File: src/soc_params.svh
// Fixed map and widths; region sizes must be powers of two and regions must not overlap
`ifndef SOC_PARAMS_SVH
`define SOC_PARAMS_SVH

// Bus widths
`define SOC_ADDR_W      32
`define SOC_DATA_W      32
`define SOC_STRB_W      4

// Scratch RAM depth in words
`define SOC_RAM_WORDS   256

// ----------------------------------------
// Address map
// ----------------------------------------
`define SOC_RAM_BASE    32'h0000_0000
`define SOC_RAM_SIZE    32'h0000_0400

`define SOC_SYNC_BASE   32'h8004_0000
`define SOC_SYNC_SIZE   32'h0001_0000

`define SOC_APB_BASE    32'h8005_0000
`define SOC_APB_SIZE    32'h0001_0000

// APB accelerator register space
`define SOC_APB_ADDR_W  12

`endif
File: src/bus_pkg.sv
// Bus payload types; one word size for every target, APB state encoding shared with the testbench
`default_nettype none

`include "soc_params.svh"

package bus_pkg;

  typedef logic [`SOC_DATA_W-1:0] word_t;
  typedef logic [`SOC_ADDR_W-1:0] addr_t;
  typedef logic [`SOC_STRB_W-1:0] strobe_t;

  // APB bridge sequencing
  typedef enum logic [1:0] {
    APB_IDLE,
    APB_SETUP,
    APB_ACCESS
  } apb_state_e;

endpackage

`default_nettype wire

File: src/dev_bus_if.sv
// One target link; requests are single-cycle pulses and responses are single-cycle pulses
`timescale 1ns/100ps
`default_nettype none

interface dev_bus_if;

  // Request side, from the decoder
  bus_pkg::addr_t   address;
  bus_pkg::word_t   write_data;
  bus_pkg::strobe_t write_strobe;
  logic             read_request;
  logic             write_request;

  // Response side, from the target
  bus_pkg::word_t   read_data;
  logic             read_response;
  logic             write_response;

  modport decoder (
    output address, write_data, write_strobe, read_request, write_request
  );

  modport target (
    input  address, write_data, write_strobe, read_request, write_request,
    output read_data, read_response, write_response
  );

  modport result (
    input read_data, read_response, write_response
  );

endinterface

`default_nettype wire

File: src/accel_bridge.sv
// Accelerator ports; sync target answers in one cycle, APB target may stretch ACCESS with pready
`timescale 1ns/100ps
`default_nettype none

`include "soc_params.svh"

module accel_bridge (
  input  logic                       clock,
  input  logic                       reset,
  dev_bus_if.target                  sync_bus,
  dev_bus_if.target                  apb_bus,
  output bus_pkg::addr_t             sync_address_o,
  output bus_pkg::word_t             sync_write_data_o,
  output logic                       sync_cs_o,
  output logic                       sync_wr_o,
  input  bus_pkg::word_t             sync_read_data_i,
  output logic [`SOC_APB_ADDR_W-1:0] apb_paddr_o,
  output logic                       apb_psel_o,
  output logic                       apb_penable_o,
  output logic                       apb_pwrite_o,
  output bus_pkg::word_t             apb_pwdata_o,
  input  bus_pkg::word_t             apb_prdata_i,
  input  logic                       apb_pready_i,
  input  logic                       accel_irq_i,
  input  logic                       irq_ack_i,
  output logic                       irq_pending_o
);

  // ----------------------------------------
  // Fixed-latency port
  // ----------------------------------------
  logic sync_read_response_q;
  logic sync_write_response_q;

  assign sync_cs_o         = sync_bus.read_request || sync_bus.write_request;
  assign sync_wr_o         = sync_bus.write_request;
  assign sync_address_o    = sync_bus.address;
  assign sync_write_data_o = sync_bus.write_data;

  always_ff @(posedge clock or posedge reset) begin
    if (reset) begin
      sync_read_response_q  <= 1'b0;
      sync_write_response_q <= 1'b0;
    end else begin
      sync_read_response_q  <= sync_bus.read_request;
      sync_write_response_q <= sync_bus.write_request;
    end
  end

  // Engine output is valid in the response cycle
  assign sync_bus.read_data      = sync_read_data_i;
  assign sync_bus.read_response  = sync_read_response_q;
  assign sync_bus.write_response = sync_write_response_q;

  // ----------------------------------------
  // APB bridge
  // ----------------------------------------
  bus_pkg::apb_state_e         apb_state;
  logic [`SOC_APB_ADDR_W-1:0]  paddr_q;
  bus_pkg::word_t              pwdata_q;
  logic                        pwrite_q;
  logic                        apb_request;
  logic                        apb_done;

  assign apb_request = apb_bus.read_request || apb_bus.write_request;
  assign apb_done    = (apb_state == bus_pkg::APB_ACCESS) && apb_pready_i;

  always_ff @(posedge clock or posedge reset) begin
    if (reset) begin
      apb_state <= bus_pkg::APB_IDLE;
    end else begin
      case (apb_state)
        bus_pkg::APB_IDLE: begin
          if (apb_request) begin
            apb_state <= bus_pkg::APB_SETUP;
          end
        end
        bus_pkg::APB_SETUP:  apb_state <= bus_pkg::APB_ACCESS;
        bus_pkg::APB_ACCESS: begin
          if (apb_pready_i) begin
            apb_state <= bus_pkg::APB_IDLE;
          end
        end
        default: apb_state <= bus_pkg::APB_IDLE;
      endcase
    end
  end

  // Request fields held for the whole transfer
  always_ff @(posedge clock) begin
    if (apb_request) begin
      paddr_q  <= apb_bus.address[`SOC_APB_ADDR_W-1:0];
      pwdata_q <= apb_bus.write_data;
      pwrite_q <= apb_bus.write_request;
    end
  end

  assign apb_paddr_o   = paddr_q;
  assign apb_pwdata_o  = pwdata_q;
  assign apb_pwrite_o  = pwrite_q;
  assign apb_psel_o    = (apb_state == bus_pkg::APB_SETUP) || (apb_state == bus_pkg::APB_ACCESS);
  assign apb_penable_o = (apb_state == bus_pkg::APB_ACCESS);

  assign apb_bus.read_data      = apb_prdata_i;
  assign apb_bus.read_response  = apb_done && !pwrite_q;
  assign apb_bus.write_response = apb_done && pwrite_q;

  // ----------------------------------------
  // Interrupt edge capture
  // ----------------------------------------
  logic irq_q;

  // A new edge takes priority over the acknowledge
  always_ff @(posedge clock or posedge reset) begin
    if (reset) begin
      irq_q         <= 1'b0;
      irq_pending_o <= 1'b0;
    end else begin
      irq_q <= accel_irq_i;
      if (accel_irq_i && !irq_q) begin
        irq_pending_o <= 1'b1;
      end else if (irq_ack_i) begin
        irq_pending_o <= 1'b0;
      end
    end
  end

  // Address must not move between SETUP and the end of ACCESS
  assert property (@(posedge clock) disable iff (reset) apb_penable_o |-> $stable(apb_paddr_o))
    else $error("paddr changed during an APB transfer");

endmodule

`default_nettype wire

File: src/flat_wrapper.sv
// flat-port wrapper written by rule: the top's interface ports become plain ports
module accel_bridge_flat 
  (clock, reset, sync_address_o, sync_write_data_o, sync_cs_o, sync_wr_o, sync_read_data_i, apb_paddr_o, apb_psel_o, apb_penable_o, apb_pwrite_o, apb_pwdata_o, apb_prdata_i, apb_pready_i, accel_irq_i, irq_ack_i, irq_pending_o, sync_bus_address, sync_bus_write_data, sync_bus_write_strobe, sync_bus_read_request, sync_bus_write_request, sync_bus_read_data, sync_bus_read_response, sync_bus_write_response, apb_bus_address, apb_bus_write_data, apb_bus_write_strobe, apb_bus_read_request, apb_bus_write_request, apb_bus_read_data, apb_bus_read_response, apb_bus_write_response);
  dev_bus_if sync_bus_i ();
  dev_bus_if apb_bus_i ();
  input  logic clock;
  input  logic reset;
  output bus_pkg::addr_t sync_address_o;
  output bus_pkg::word_t sync_write_data_o;
  output logic sync_cs_o;
  output logic sync_wr_o;
  input  bus_pkg::word_t sync_read_data_i;
  output logic [`SOC_APB_ADDR_W-1:0] apb_paddr_o;
  output logic apb_psel_o;
  output logic apb_penable_o;
  output logic apb_pwrite_o;
  output bus_pkg::word_t apb_pwdata_o;
  input  bus_pkg::word_t apb_prdata_i;
  input  logic apb_pready_i;
  input  logic accel_irq_i;
  input  logic irq_ack_i;
  output logic irq_pending_o;
  input wire logic [$bits(sync_bus_i.address)-1:0] sync_bus_address;
  input wire logic [$bits(sync_bus_i.write_data)-1:0] sync_bus_write_data;
  input wire logic [$bits(sync_bus_i.write_strobe)-1:0] sync_bus_write_strobe;
  input wire logic [$bits(sync_bus_i.read_request)-1:0] sync_bus_read_request;
  input wire logic [$bits(sync_bus_i.write_request)-1:0] sync_bus_write_request;
  output wire logic [$bits(sync_bus_i.read_data)-1:0] sync_bus_read_data;
  output wire logic [$bits(sync_bus_i.read_response)-1:0] sync_bus_read_response;
  output wire logic [$bits(sync_bus_i.write_response)-1:0] sync_bus_write_response;
  input wire logic [$bits(apb_bus_i.address)-1:0] apb_bus_address;
  input wire logic [$bits(apb_bus_i.write_data)-1:0] apb_bus_write_data;
  input wire logic [$bits(apb_bus_i.write_strobe)-1:0] apb_bus_write_strobe;
  input wire logic [$bits(apb_bus_i.read_request)-1:0] apb_bus_read_request;
  input wire logic [$bits(apb_bus_i.write_request)-1:0] apb_bus_write_request;
  output wire logic [$bits(apb_bus_i.read_data)-1:0] apb_bus_read_data;
  output wire logic [$bits(apb_bus_i.read_response)-1:0] apb_bus_read_response;
  output wire logic [$bits(apb_bus_i.write_response)-1:0] apb_bus_write_response;
  assign sync_bus_i.address = sync_bus_address;
  assign sync_bus_i.write_data = sync_bus_write_data;
  assign sync_bus_i.write_strobe = sync_bus_write_strobe;
  assign sync_bus_i.read_request = sync_bus_read_request;
  assign sync_bus_i.write_request = sync_bus_write_request;
  assign sync_bus_read_data = sync_bus_i.read_data;
  assign sync_bus_read_response = sync_bus_i.read_response;
  assign sync_bus_write_response = sync_bus_i.write_response;
  assign apb_bus_i.address = apb_bus_address;
  assign apb_bus_i.write_data = apb_bus_write_data;
  assign apb_bus_i.write_strobe = apb_bus_write_strobe;
  assign apb_bus_i.read_request = apb_bus_read_request;
  assign apb_bus_i.write_request = apb_bus_write_request;
  assign apb_bus_read_data = apb_bus_i.read_data;
  assign apb_bus_read_response = apb_bus_i.read_response;
  assign apb_bus_write_response = apb_bus_i.write_response;
  accel_bridge u_core (.clock(clock), .reset(reset), .sync_bus(sync_bus_i), .apb_bus(apb_bus_i), .sync_address_o(sync_address_o), .sync_write_data_o(sync_write_data_o), .sync_cs_o(sync_cs_o), .sync_wr_o(sync_wr_o), .sync_read_data_i(sync_read_data_i), .apb_paddr_o(apb_paddr_o), .apb_psel_o(apb_psel_o), .apb_penable_o(apb_penable_o), .apb_pwrite_o(apb_pwrite_o), .apb_pwdata_o(apb_pwdata_o), .apb_prdata_i(apb_prdata_i), .apb_pready_i(apb_pready_i), .accel_irq_i(accel_irq_i), .irq_ack_i(irq_ack_i), .irq_pending_o(irq_pending_o));
endmodule
File: config.mk
export PLATFORM = sky130hd
export DESIGN_NAME = accel_bridge_flat
export DESIGN_NICKNAME = d
export VERILOG_FILES = /design/src/bus_pkg.sv /design/src/dev_bus_if.sv /design/src/accel_bridge.sv /design/src/flat_wrapper.sv
export VERILOG_INCLUDE_DIRS = /design/src
export SDC_FILE = /design/constraint.sdc
export NUM_CORES = 1
export LEC_CHECK = 0
export ABC_AREA = 1
export BUFFER_PORTS_ARGS = -buffer_cell sky130_fd_sc_hd__buf_4
export CAP_MARGIN = 20
export CELL_PAD_IN_SITES_DETAIL_PLACEMENT = 1
export CELL_PAD_IN_SITES_GLOBAL_PLACEMENT = 2
export CORE_AREA = 2 2 152 154
export CTS_CLUSTER_SIZE = 24
export DETAILED_ROUTE_END_ITERATION = 8
export DIE_AREA = 0 0 154 156
export GPL_TIMING_DRIVEN = 1
export HOLD_SLACK_MARGIN = 0.06
export PLACE_DENSITY = 0.75
export SLEW_MARGIN = 20
export SYNTH_ARGS = -nofsm -noshare
export SYNTH_HDL_FRONTEND = slang
export SYNTH_SLANG_ARGS = --single-unit
export TNS_END_PERCENT = 20
File: constraint.sdc
create_clock -name clock -period 2.5 [get_ports clock]
set_input_delay 0.25 -clock clock [delete_from_list [all_inputs] [get_ports clock]]
set_output_delay 0.25 -clock clock [all_outputs]
set_load 0.01 [all_outputs]
==> results of run 1 <==
[cell usage in the layout, fill, tap and decap left out]
cell,instances
inv_1,7
clkbuf_16,5
clkinv_4,1
edfxtp_1,45
or2_2,1
dfrtp_1,6
inv_2,1
o22ai_1,1
dlygate4sd3_1,4
bufinv_16,1
buf_4,108
nor2_1,2
nand2_1,5
nand3_1,2
ha_1,4
nor2_2,1
inv_6,1
nand2_2,3
[logic make-up (layout without fill, tap and decap cells)]
family                     count (synthesis)  after routing  share of synthesized area, %
AOI/OAI and AO/OA                          1              1                        0.2386
adders and majority gates                  4              4                         1.908
buffers and inverters                    137            128                         38.05
and+or+nand+nor                           14             14                         2.576
DFF                                       51             51                         57.22
[layer usage]
layer,GRT usage (%),vias up
met1,4.120,574
met5,0,-
met4,4.984,0
met2,8.926,126
li1,-,514
met3,2.667,60
[worst max-delay path by stage]
stage | start | to | slack, ns | cells after the start
6_report | u_core.apb_state[0] | apb_bus_write_response | 0.86 | 5
5_1_grt | u_core.apb_state[0] | apb_bus_write_response | 0.75 | 5
4_1_cts | u_core.apb_state[0] | apb_bus_write_response | 0.82 | 5
3_5_place_dp | apb_bus_write_request | u_core.apb_pwdata_o[21] | 0.97 | 4
3_3_place_gp | apb_bus_write_request | u_core.apb_pwdata_o[22] | 1.02 | 4
2_1_floorplan | apb_bus_write_request | u_core.apb_paddr_o[0] | 0.94 | 2
[report_power, final]
| part | switching, W | internal [W] | total (W) |
|---|---|---|---|
| clock | 0.000309 | 0.000477 | 0.000787 |
| combinational | 0.000188 | 0.000208 | 0.000397 |
| sequential | 0.0000361 | 0.00102 | 0.00106 |
[worst max-delay path: cells and delay by family (launching register included)]
family                   cells  cell delay, ns
adder cells (fa/ha/maj)      1            0.22
buffers and inverters        2            0.25
flip-flops                   1            0.40
AND/OR/NAND/NOR              2            0.23
[registers in the layout, summed over array words and instances, names as in the netlist]
name	count
u_core.apb_paddr_o	12
u_core.apb_pwdata_o	32
u_core.apb_pwrite_o	1
u_core.apb_state	2
u_core.irq_pending_o	1
u_core.irq_q	1
u_core.sync_bus.read_response	1
u_core.sync_bus.write_response	1
[repair_timing]
item | in CTS | in global routing
hold buffers | 4 | 0
endpoints found under the setup margin | 0 | 0
hold endpoints to repair | 9 | 0
[final cells by class]
cell class	instances	area share, %
multi-input cells	19	4.081
inverters	8	0.9893
well taps	285	11.75
flip-flops and latches	51	49.46
clock buffers	5	4.122
clock inverters	3	1.566
repair buffers	112	28.03
[metrics by stage]
step           instance area (sq um)  worst slack (ns)  utilization (%)  power (W)
2_1_floorplan                   2624            0.9375                -   0.001433
3_3_place_gp                    2823             1.021            12.62   0.001465
3_5_place_dp                    2823            0.9677            12.62   0.001488
4_1_cts                         3035            0.8174            13.57   0.002304
5_1_grt                         3035            0.7491            13.57   0.002365
6_report                        3035            0.8578            13.57   0.002242
==> flow_summary.toml, run 1 <==
[critical_path]
cp-end-kind = "output pin"
critPathSlowestCell = "dfrtp_1"
r2r_cells = 6
required_ns = 2.25
max_stage_delay_ns = 0.40
critPathMaxFanout = 3
critPathKind = "reg2out"
rrSetupSlack_ns = 1.42
r2r_start = "u_core.apb_state[0]"
arrival_ns = 1.39
rr_endpoint = "u_core.apb_state[0]"
start_kind = "flip-flop"
crit_chain = "inv_1, ha_1, nand2_1, nor2_1, buf_4"

[routing]
met3_length_um = 855
ant_nets = 0
drtPass1Iterations = 2
wl_met1_mm = 1.912
vias = 1274
drt_iter0_markers = 56
wire_per_inst_um = 13.78
highest_layer = "met4"
drc = 0
wl_met2_mm = 3.362
finalWirelength_mm = 6.658
viasPerCell = 2.638

[timing]
whs_ns = 0.1185
worstMarginPinSlew_ns = 0.6976
tns_ns = 0
fin_skew_ns = 0.00001510
finalCriticalPeriod_ns = 1.642
layout_worst_path_cycle_share_pct = 65.69
timing.fmax_mhz = 608.9
slew_headroom_pct = 53.43
finalSetupViolCount = 0
rsz0062_at_grt = "false"
hold_violations = 0
drv_slew = 0

[grt]
grt_usage_pct = 5.140
grt_overflow = 0
antenna_found_initial = 0
grt_max_degree = 33
grt_pass1_vias = 1366
grt_pass1_wl_mm = 8.749

[finish]
diodes = 0
multi_input_area_sq_um = 123.9
areaGrowthSynthToFinish_pct = 15.69
seqCellArea_sq_um = 1501
final_cells = 483
fillers = 2542
drive_gt1_share_pct = 61.62
fin_nets = 410

[floorplanning]
ioPinCount = 391
dieWidth_um = 154
rows = 55
die-area_sq_um = 24020
initial_utilization_pct = 11.73
die_y_um = 156
core_area_sq_um = 22370

[clock_network]
tritoncts = "built"
post_cts_buffers = 0
cts_buffers = 5
cts_sinks = 51
clk_pin_slew_ns = 0.07
htree_num_levels = 2
clk_latency_ns = 0.29
postCtsResizedCells = 0
cts_buffer_depth = 2
root_buffer = "clkbuf_16"

[yosys]
synth_area_sq_um = 2624
synth_edf_count = 45
synth_seq_cells = 51
synthDominantCellAreaShare_pct = 51.50
synth_cells = 207
synth_area_leaders = "edfxtp_1 (52%), buf_4 (37%), dfrtp_1 (5.7%)"
yosysTopAreaCell = "edfxtp_1"
async_flop_share_pct = 11.76
syn_nets = 420
ys_types = 12
yosysMostFrequentCell = "buf_4"
synthFlopType = "edfxtp_1"
yosys_warnings = 0
seq_area_frac_synth_pct = 57.22
synthTopCellsByCount = "buf_4 (129), edfxtp_1 (45), inv_1 (8)"
syn_avg_cell_area_sq_um = 12.68

[power_and_ir_drop]
p_leak_nw = 1.253
cellPowerDensity_nw_per_um2 = 738.7
peakVddDrop_mv = 0.2521

[outcome]
status = "finished clean"

[flow_run]
max_cap_violations = 0

[min_path]
min_path_cells = 2
hold_end = "u_core.irq_pending_o"
hold_path.class = "in2reg"
hold_start = "irq_ack_i"

[placed_design]
io_buffer_count = 106
place_inst = 471
routabilityCongestion = 0.7036
hpwlAfterDp_mm = 5.677
(Power assumes the default switching activity.)
==> run 2: changes to the inputs <==
- CORE_AREA: 2 2 152 154 -> unset
- CORE_ASPECT_RATIO: unset -> 1.1
- CORE_MARGIN: unset -> 2
- CORE_UTILIZATION: unset -> 12
- DIE_AREA: 0 0 154 156 -> unset
- PLACE_DENSITY: 0.75 -> 0.8
- clock period: 2.5 -> 1.5 ns (I/O delays scaled with it)
==> flow_summary.toml, run 2 (synthesis results as in run 1) <==
[routing]
drc = 0
drt_iter0_markers = 19
wire_per_inst_um = 14.12
vias = 1461
ant_nets = 0
drtPass1Iterations = 4
finalWirelength_mm = 7.538
viasPerCell = 2.736

[power_and_ir_drop]
p_switching_w = 0.0009078
sw_frac_of_total_pct = 23.66
peakVddDrop_mv = 0.4158
power.share.clock_pct = 33.4
seqPwrFrac_pct = 46.4
internal_power_w = 0.002929
p_leak_nw = 1.429
cellPowerDensity_nw_per_um2 = 1098
combPwrFrac_pct = 20.2

[timing]
slew_headroom_pct = 32.28
drv_slew = 0
worstMarginPinSlew_ns = 1.014
rsz0062_at_grt = "false"
tns_ns = 0
layout_worst_path_cycle_share_pct = 94.79
finalSetupViolCount = 0
finalCriticalPeriod_ns = 1.422
hold_violations = 0
timing.fmax_mhz = 703.3
fin_skew_ns = 0.0001184

[floorplanning]
die-area_sq_um = 23060
die_y_um = 159.1
rows = 56
ioPinCount = 391
initial_utilization_pct = 12.28
core_area_sq_um = 21370
dieWidth_um = 145.0

[grt]
grt_pass1_wl_mm = 10.84
grt_usage_pct = 6.281
grt_pass1_vias = 1673
antenna_found_initial = 2
grt_max_degree = 46
grt_overflow = 0

[critical_path]
rr_endpoint = "u_core.apb_state[1]"
arrival_ns = 1.27
r2r_cells = 6
r2r_start = "u_core.apb_state[1]"
required_ns = 1.35
start_kind = "input pin"
critPathMaxFanout = 3
rrSetupSlack_ns = 0.41
cp-end-kind = "output pin"
critPathKind = "in2out"

[clock_network]
tritoncts = "built"
cts_buffers = 5
cts_buffer_depth = 2
htree_num_levels = 2
root_buffer = "clkbuf_16"
cts_sinks = 51
clk_latency_ns = 0.28
clk_pin_slew_ns = 0.06

[finish]
final_common_cell = "buf_4"
drive_gt1_share_pct = 49.59
seqCellArea_sq_um = 1501
fin_area_sq_um = 3495
fillers = 2421
areaGrowthSynthToFinish_pct = 33.19
fin_nets = 454
final_cell_mix = "buf_4 (106), dlygate4sd3_1 (50), edfxtp_1 (45), inv_1 (6), dfrtp_1 (6)"
multi_input_area_sq_um = 136.4
largest_reg_flops = 32

[placed_design]
hpwlAfterDp_mm = 5.433
io_buffer_count = 106
placed_cell_area_sq_um = 2814
routabilityCongestion = 0.7002

[flow_run]
max_cap_violations = 0

[min_path]
hold_path.class = "in2reg"
min_path_cells = 5
hold_start = "apb_bus_read_request"
hold_end = "u_core.apb_state[1]"

[outcome]
status = "finished clean"
## run 2: per-layer routing
layer | vias up | part of all wire (%) | global-route usage (%)
li1 | 605 | - | -
met1 | 665 | 33 | 5.914
met2 | 121 | 47 | 10.19
met3 | 70 | 12 | 3.037
met4 | 0 | 7.9 | 5.536
met5 | - | 0 | 0
## run 2: final cells by class
| class | instances | area share (%) |
|---|---|---|
| tap | 290 | 10.38 |
| timing repair buffer | 156 | 37.09 |
| clock buffer | 7 | 3.795 |
| antenna | 2 | 0.1432 |
| inverter | 8 | 0.8593 |
| sequential | 51 | 42.96 |
| multi-input combinational | 19 | 3.903 |
| clock inverter | 1 | 0.8593 |
## run 2: worst max-delay path by stage
stage / from / endpoint / slack [ns] / cells past startpoint
floorplan: apb_bus_write_request / u_core.apb_paddr_o[0] / 0.04 / 2
global placement: apb_bus_write_request / u_core.apb_paddr_o[8] / 0.10 / 3
detailed placement: apb_bus_write_request / u_core.apb_pwdata_o[27] / 0.05 / 3
CTS: u_core.apb_state[0] / apb_bus_read_response / 0.03 / 5
global route: u_core.apb_state[0] / apb_bus_read_response / 0.01 / 5
finish: sync_bus_write_request / sync_cs_o / 0.08 / 4
## run 2: worst max-delay path, stage by stage
cell and delay [ns]:
dlygate4sd3_1 0.55, buf_4 0.15, or2_2 0.28, buf_4 0.14
## run 2: repair_timing
| action | in CTS | in global routing |
|---|---|---|
| setup endpoints to repair | 2 | 2 |
| setup buffers | 0 | 0 |
| hold buffers | 50 | 0 |
| endpoints found under the hold margin | 55 | 0 |
| gates resized for setup | 2 | 1 |
## run 2: power by group through the flow
stage / Combinational (W) / Clock, W / Sequential (W)
6_report: 0.000776 / 0.00128 / 0.00178
5_1_grt: 0.000847 / 0.00140 / 0.00180
4_1_cts: 0.000776 / 0.00135 / 0.00177
3_5_place_dp: 0.000658 / 0 / 0.00180
3_3_place_gp: 0.000632 / 0 / 0.00179
2_1_floorplan: 0.000538 / 0 / 0.00185
## run 2: per-stage QoR
step	utilization [%]	hold WS, ns	instances	worst slack, ns	power (W)
4_1_cts	16.28	0.2207	532	0.03019	0.003897
3_5_place_dp	13.17	0.09101	474	0.05218	0.002461
2_1_floorplan	-	-0.05904	207	0.03754	0.002389
3_3_place_gp	13.17	0.09016	474	0.1025	0.002425
5_1_grt	16.35	0.2579	534	0.01393	0.004040
6_report	16.35	0.2306	534	0.07822	0.003836
==> run 3: changes to the inputs <==
- ABC_AREA: 1 -> 0
- PLACE_DENSITY: 0.8 -> 0.79
==> flow_summary.toml, run 3 <==
[grt]
grtUsageMet3_pct = 4.812
antenna_found_initial = 1
use_met1_pct = 4.274
grt_usage_pct = 7.363
busiest_layer = "met2"
grt_max_degree = 27
gr-usage-met2_pct = 14.32
grt_pass1_wl_mm = 11.52
grt_overflow = 0
grt_pass1_vias = 1694

[power_and_ir_drop]
p_switching_w = 0.0009576
sw_frac_of_total_pct = 25.64
seqPwrFrac_pct = 47.3
p_total_w = 0.003735
internal_power_w = 0.002778
cellPowerDensity_nw_per_um2 = 1066
power.share.clock_pct = 31.0
peakVddDrop_mv = 0.3724
p_leak_nw = 1.420
combPwrFrac_pct = 21.7

[routing]
viasPerCell = 2.723
ant_nets = 0
drc = 0
drtPass1Iterations = 2
drt_iter0_markers = 21
vias = 1435
wire_per_inst_um = 17.16
finalWirelength_mm = 9.042

[critical_path]
cp_top_family = "flip-flops"
r2r_cells = 5
arrival_ns = 1.27
critPathMaxFanout = 3
start_kind = "flip-flop"
crit_chain = "inv_1, ha_1, buf_4"
r2r_start = "u_core.apb_state[0]"
cp-end-kind = "output pin"
max_stage_delay_ns = 0.39
rr_endpoint = "u_core.apb_state[1]"
worst-path-buf-inv = 2
critPathKind = "reg2out"
required_ns = 1.35
rrSetupSlack_ns = 0.12
critPathSlowestCell = "dfrtp_1"

[clock_network]
htree_num_levels = 2
root_buffer = "clkbuf_16"
clk_latency_ns = 0.30
tritoncts = "built"
cts_buffers = 5
cts_buffer_depth = 2
clk_pin_slew_ns = 0.07
cts_sinks = 51

[timing]
tns_ns = 0
finalCriticalPeriod_ns = 1.416
hold_violations = 0
worstMarginPinSlew_ns = 0.2679
slew_headroom_pct = 82.12
rsz0062_at_grt = "false"
drv_slew = 0
finalSetupViolCount = 0
fin_skew_ns = 0.0002125
timing.fmax_mhz = 706.0
layout_worst_path_cycle_share_pct = 94.42

[yosys]
seq_area_frac_synth_pct = 57.31
synthDominantCellAreaShare_pct = 51.58
synthTopCellsByCount = "buf_4 (129), edfxtp_1 (45), dfrtp_1 (6), inv_1 (6), ha_1 (4)"
yosysTopAreaCell = "edfxtp_1"
yosys_warnings = 0
synth_edf_count = 45
syn_avg_cell_area_sq_um = 13.10
synthFlopType = "edfxtp_1"
synth_cells = 200
async_flop_share_pct = 11.76
ys_types = 14
synth_seq_cells = 51
synth_area_leaders = "edfxtp_1 (52%), buf_4 (37%), dfrtp_1 (5.7%)"
syn_nets = 413
yosysMostFrequentCell = "buf_4"
synth_area_sq_um = 2620

[placed_design]
placed_cell_area_sq_um = 2850
io_buffer_count = 106
hpwlAfterDp_mm = 7.445
routabilityCongestion = 0.5849

[finish]
largest_reg_flops = 32
fin_area_sq_um = 3505
final_common_cell = "buf_4"
fillers = 2432
drive_gt1_share_pct = 51.48
fin_nets = 449
post-route-util_pct = 16.40
final_cell_mix = "buf_4 (106), dlygate4sd3_1 (50), edfxtp_1 (45), dfrtp_1 (6), clkbuf_16 (5)"
diodes = 0
areaGrowthSynthToFinish_pct = 33.76

[floorplanning]
dieWidth_um = 144.9
die_y_um = 159.0
ioPinCount = 391
initial_utilization_pct = 12.26
die-area_sq_um = 23030
rows = 56
core_area_sq_um = 21370

[outcome]
status = "finished clean"

[flow_run]
max_cap_violations = 0

[min_path]
min_path_cells = 0
hold_start = "apb_prdata_i[2]"
hold_end = "apb_bus_read_data[2]"
hold_path.class = "in2out"
run 3: cell count changes after synthesis:
cell,previous run,this run
a21oi_2,0,1
and3_1,0,1
inv_1,8,6
mux2_1,0,2
nand2_1,5,1
nand2_2,3,0
nand3_1,2,0
nor2_1,2,1
nor2_2,1,0
nor2_4,0,1
nor2b_2,0,1
run 3: worst max-delay path by stage:
stage | startpoint | to | slack, ns | cells past startpoint
after detailed placement | u_core.apb_state[0] | u_core.apb_state[0] | 0.02 | 5
after global placement | u_core.apb_state[0] | u_core.apb_state[0] | 0.12 | 5
after global routing | u_core.apb_state[1] | apb_psel_o | 0.002 | 3
after floorplan | apb_bus_write_request | u_core.apb_paddr_o[0] | 0.04 | 2
final | u_core.apb_state[1] | apb_psel_o | 0.08 | 3
after CTS | u_core.apb_state[0] | apb_bus_write_response | 0.006 | 4
run 3: worst reg2reg max path, cell delays in order, from the launching register on:
cell	delay (ns)
dfrtp_1	0.38
inv_2	0.08
ha_4	0.17
nor2b_2	0.15
a21oi_2	0.15
mux2_1	0.34
run 3: cell families after synthesis:
family,synth area share (%)
multiplexers,0.8595
adder cells (fa/ha/maj),1.910
buffers and inverters,37.82
flip-flops,57.31
AO/OA/AOI/OAI,0.5733
AND/OR/NAND/NOR,1.528
run 3: area by class of cell:
type                            instances  area (sq um)  area share (%)
Tap cell                              290         362.8           10.35
Timing Repair Buffer                  158          1336           38.13
Sequential cell                        51          1501           42.84
Clock inverter                          2         12.51          0.3570
Multi-Input combinational cell         14         140.1           3.999
Inverter                                6         22.52          0.6426
Clock buffer                            6         128.9           3.677
run 3: stage by stage:
stage          cells  setup WS, ns  hold WS [ns]
2_1_floorplan    200       0.04484      -0.05904
3_3_place_gp     469        0.1240        0.1059
3_5_place_dp     469       0.02354        0.1062
4_1_cts          527      0.005715        0.3001
5_1_grt          527      0.002122        0.3000
6_report         527       0.08367        0.3000
run 3: layer usage:
metal / routed length (um) / part of all wire, %
met1: 2023 / 22
met2: 4863 / 54
met3: 1487 / 16
met4: 651 / 7.2
met5: 16 / 0.18
run 3: power groups by stage:
stage / sequential (W) / combinational (W) / clock [W]
after floorplan: 0.00185 / 0.000530 / 0
after global placement: 0.00179 / 0.000686 / 0
after detailed placement: 0.00179 / 0.000718 / 0
after CTS: 0.00176 / 0.000834 / 0.00124
after global routing: 0.00178 / 0.000905 / 0.00129
final: 0.00177 / 0.000811 / 0.00116
run 3: what timing repair did:
action,4_1_cts,5_1_grt
buffers inserted,0,0
setup endpoints to repair,0,4
hold endpoints to repair,55,0
hold buffers,50,0
gates resized for setup,0,3
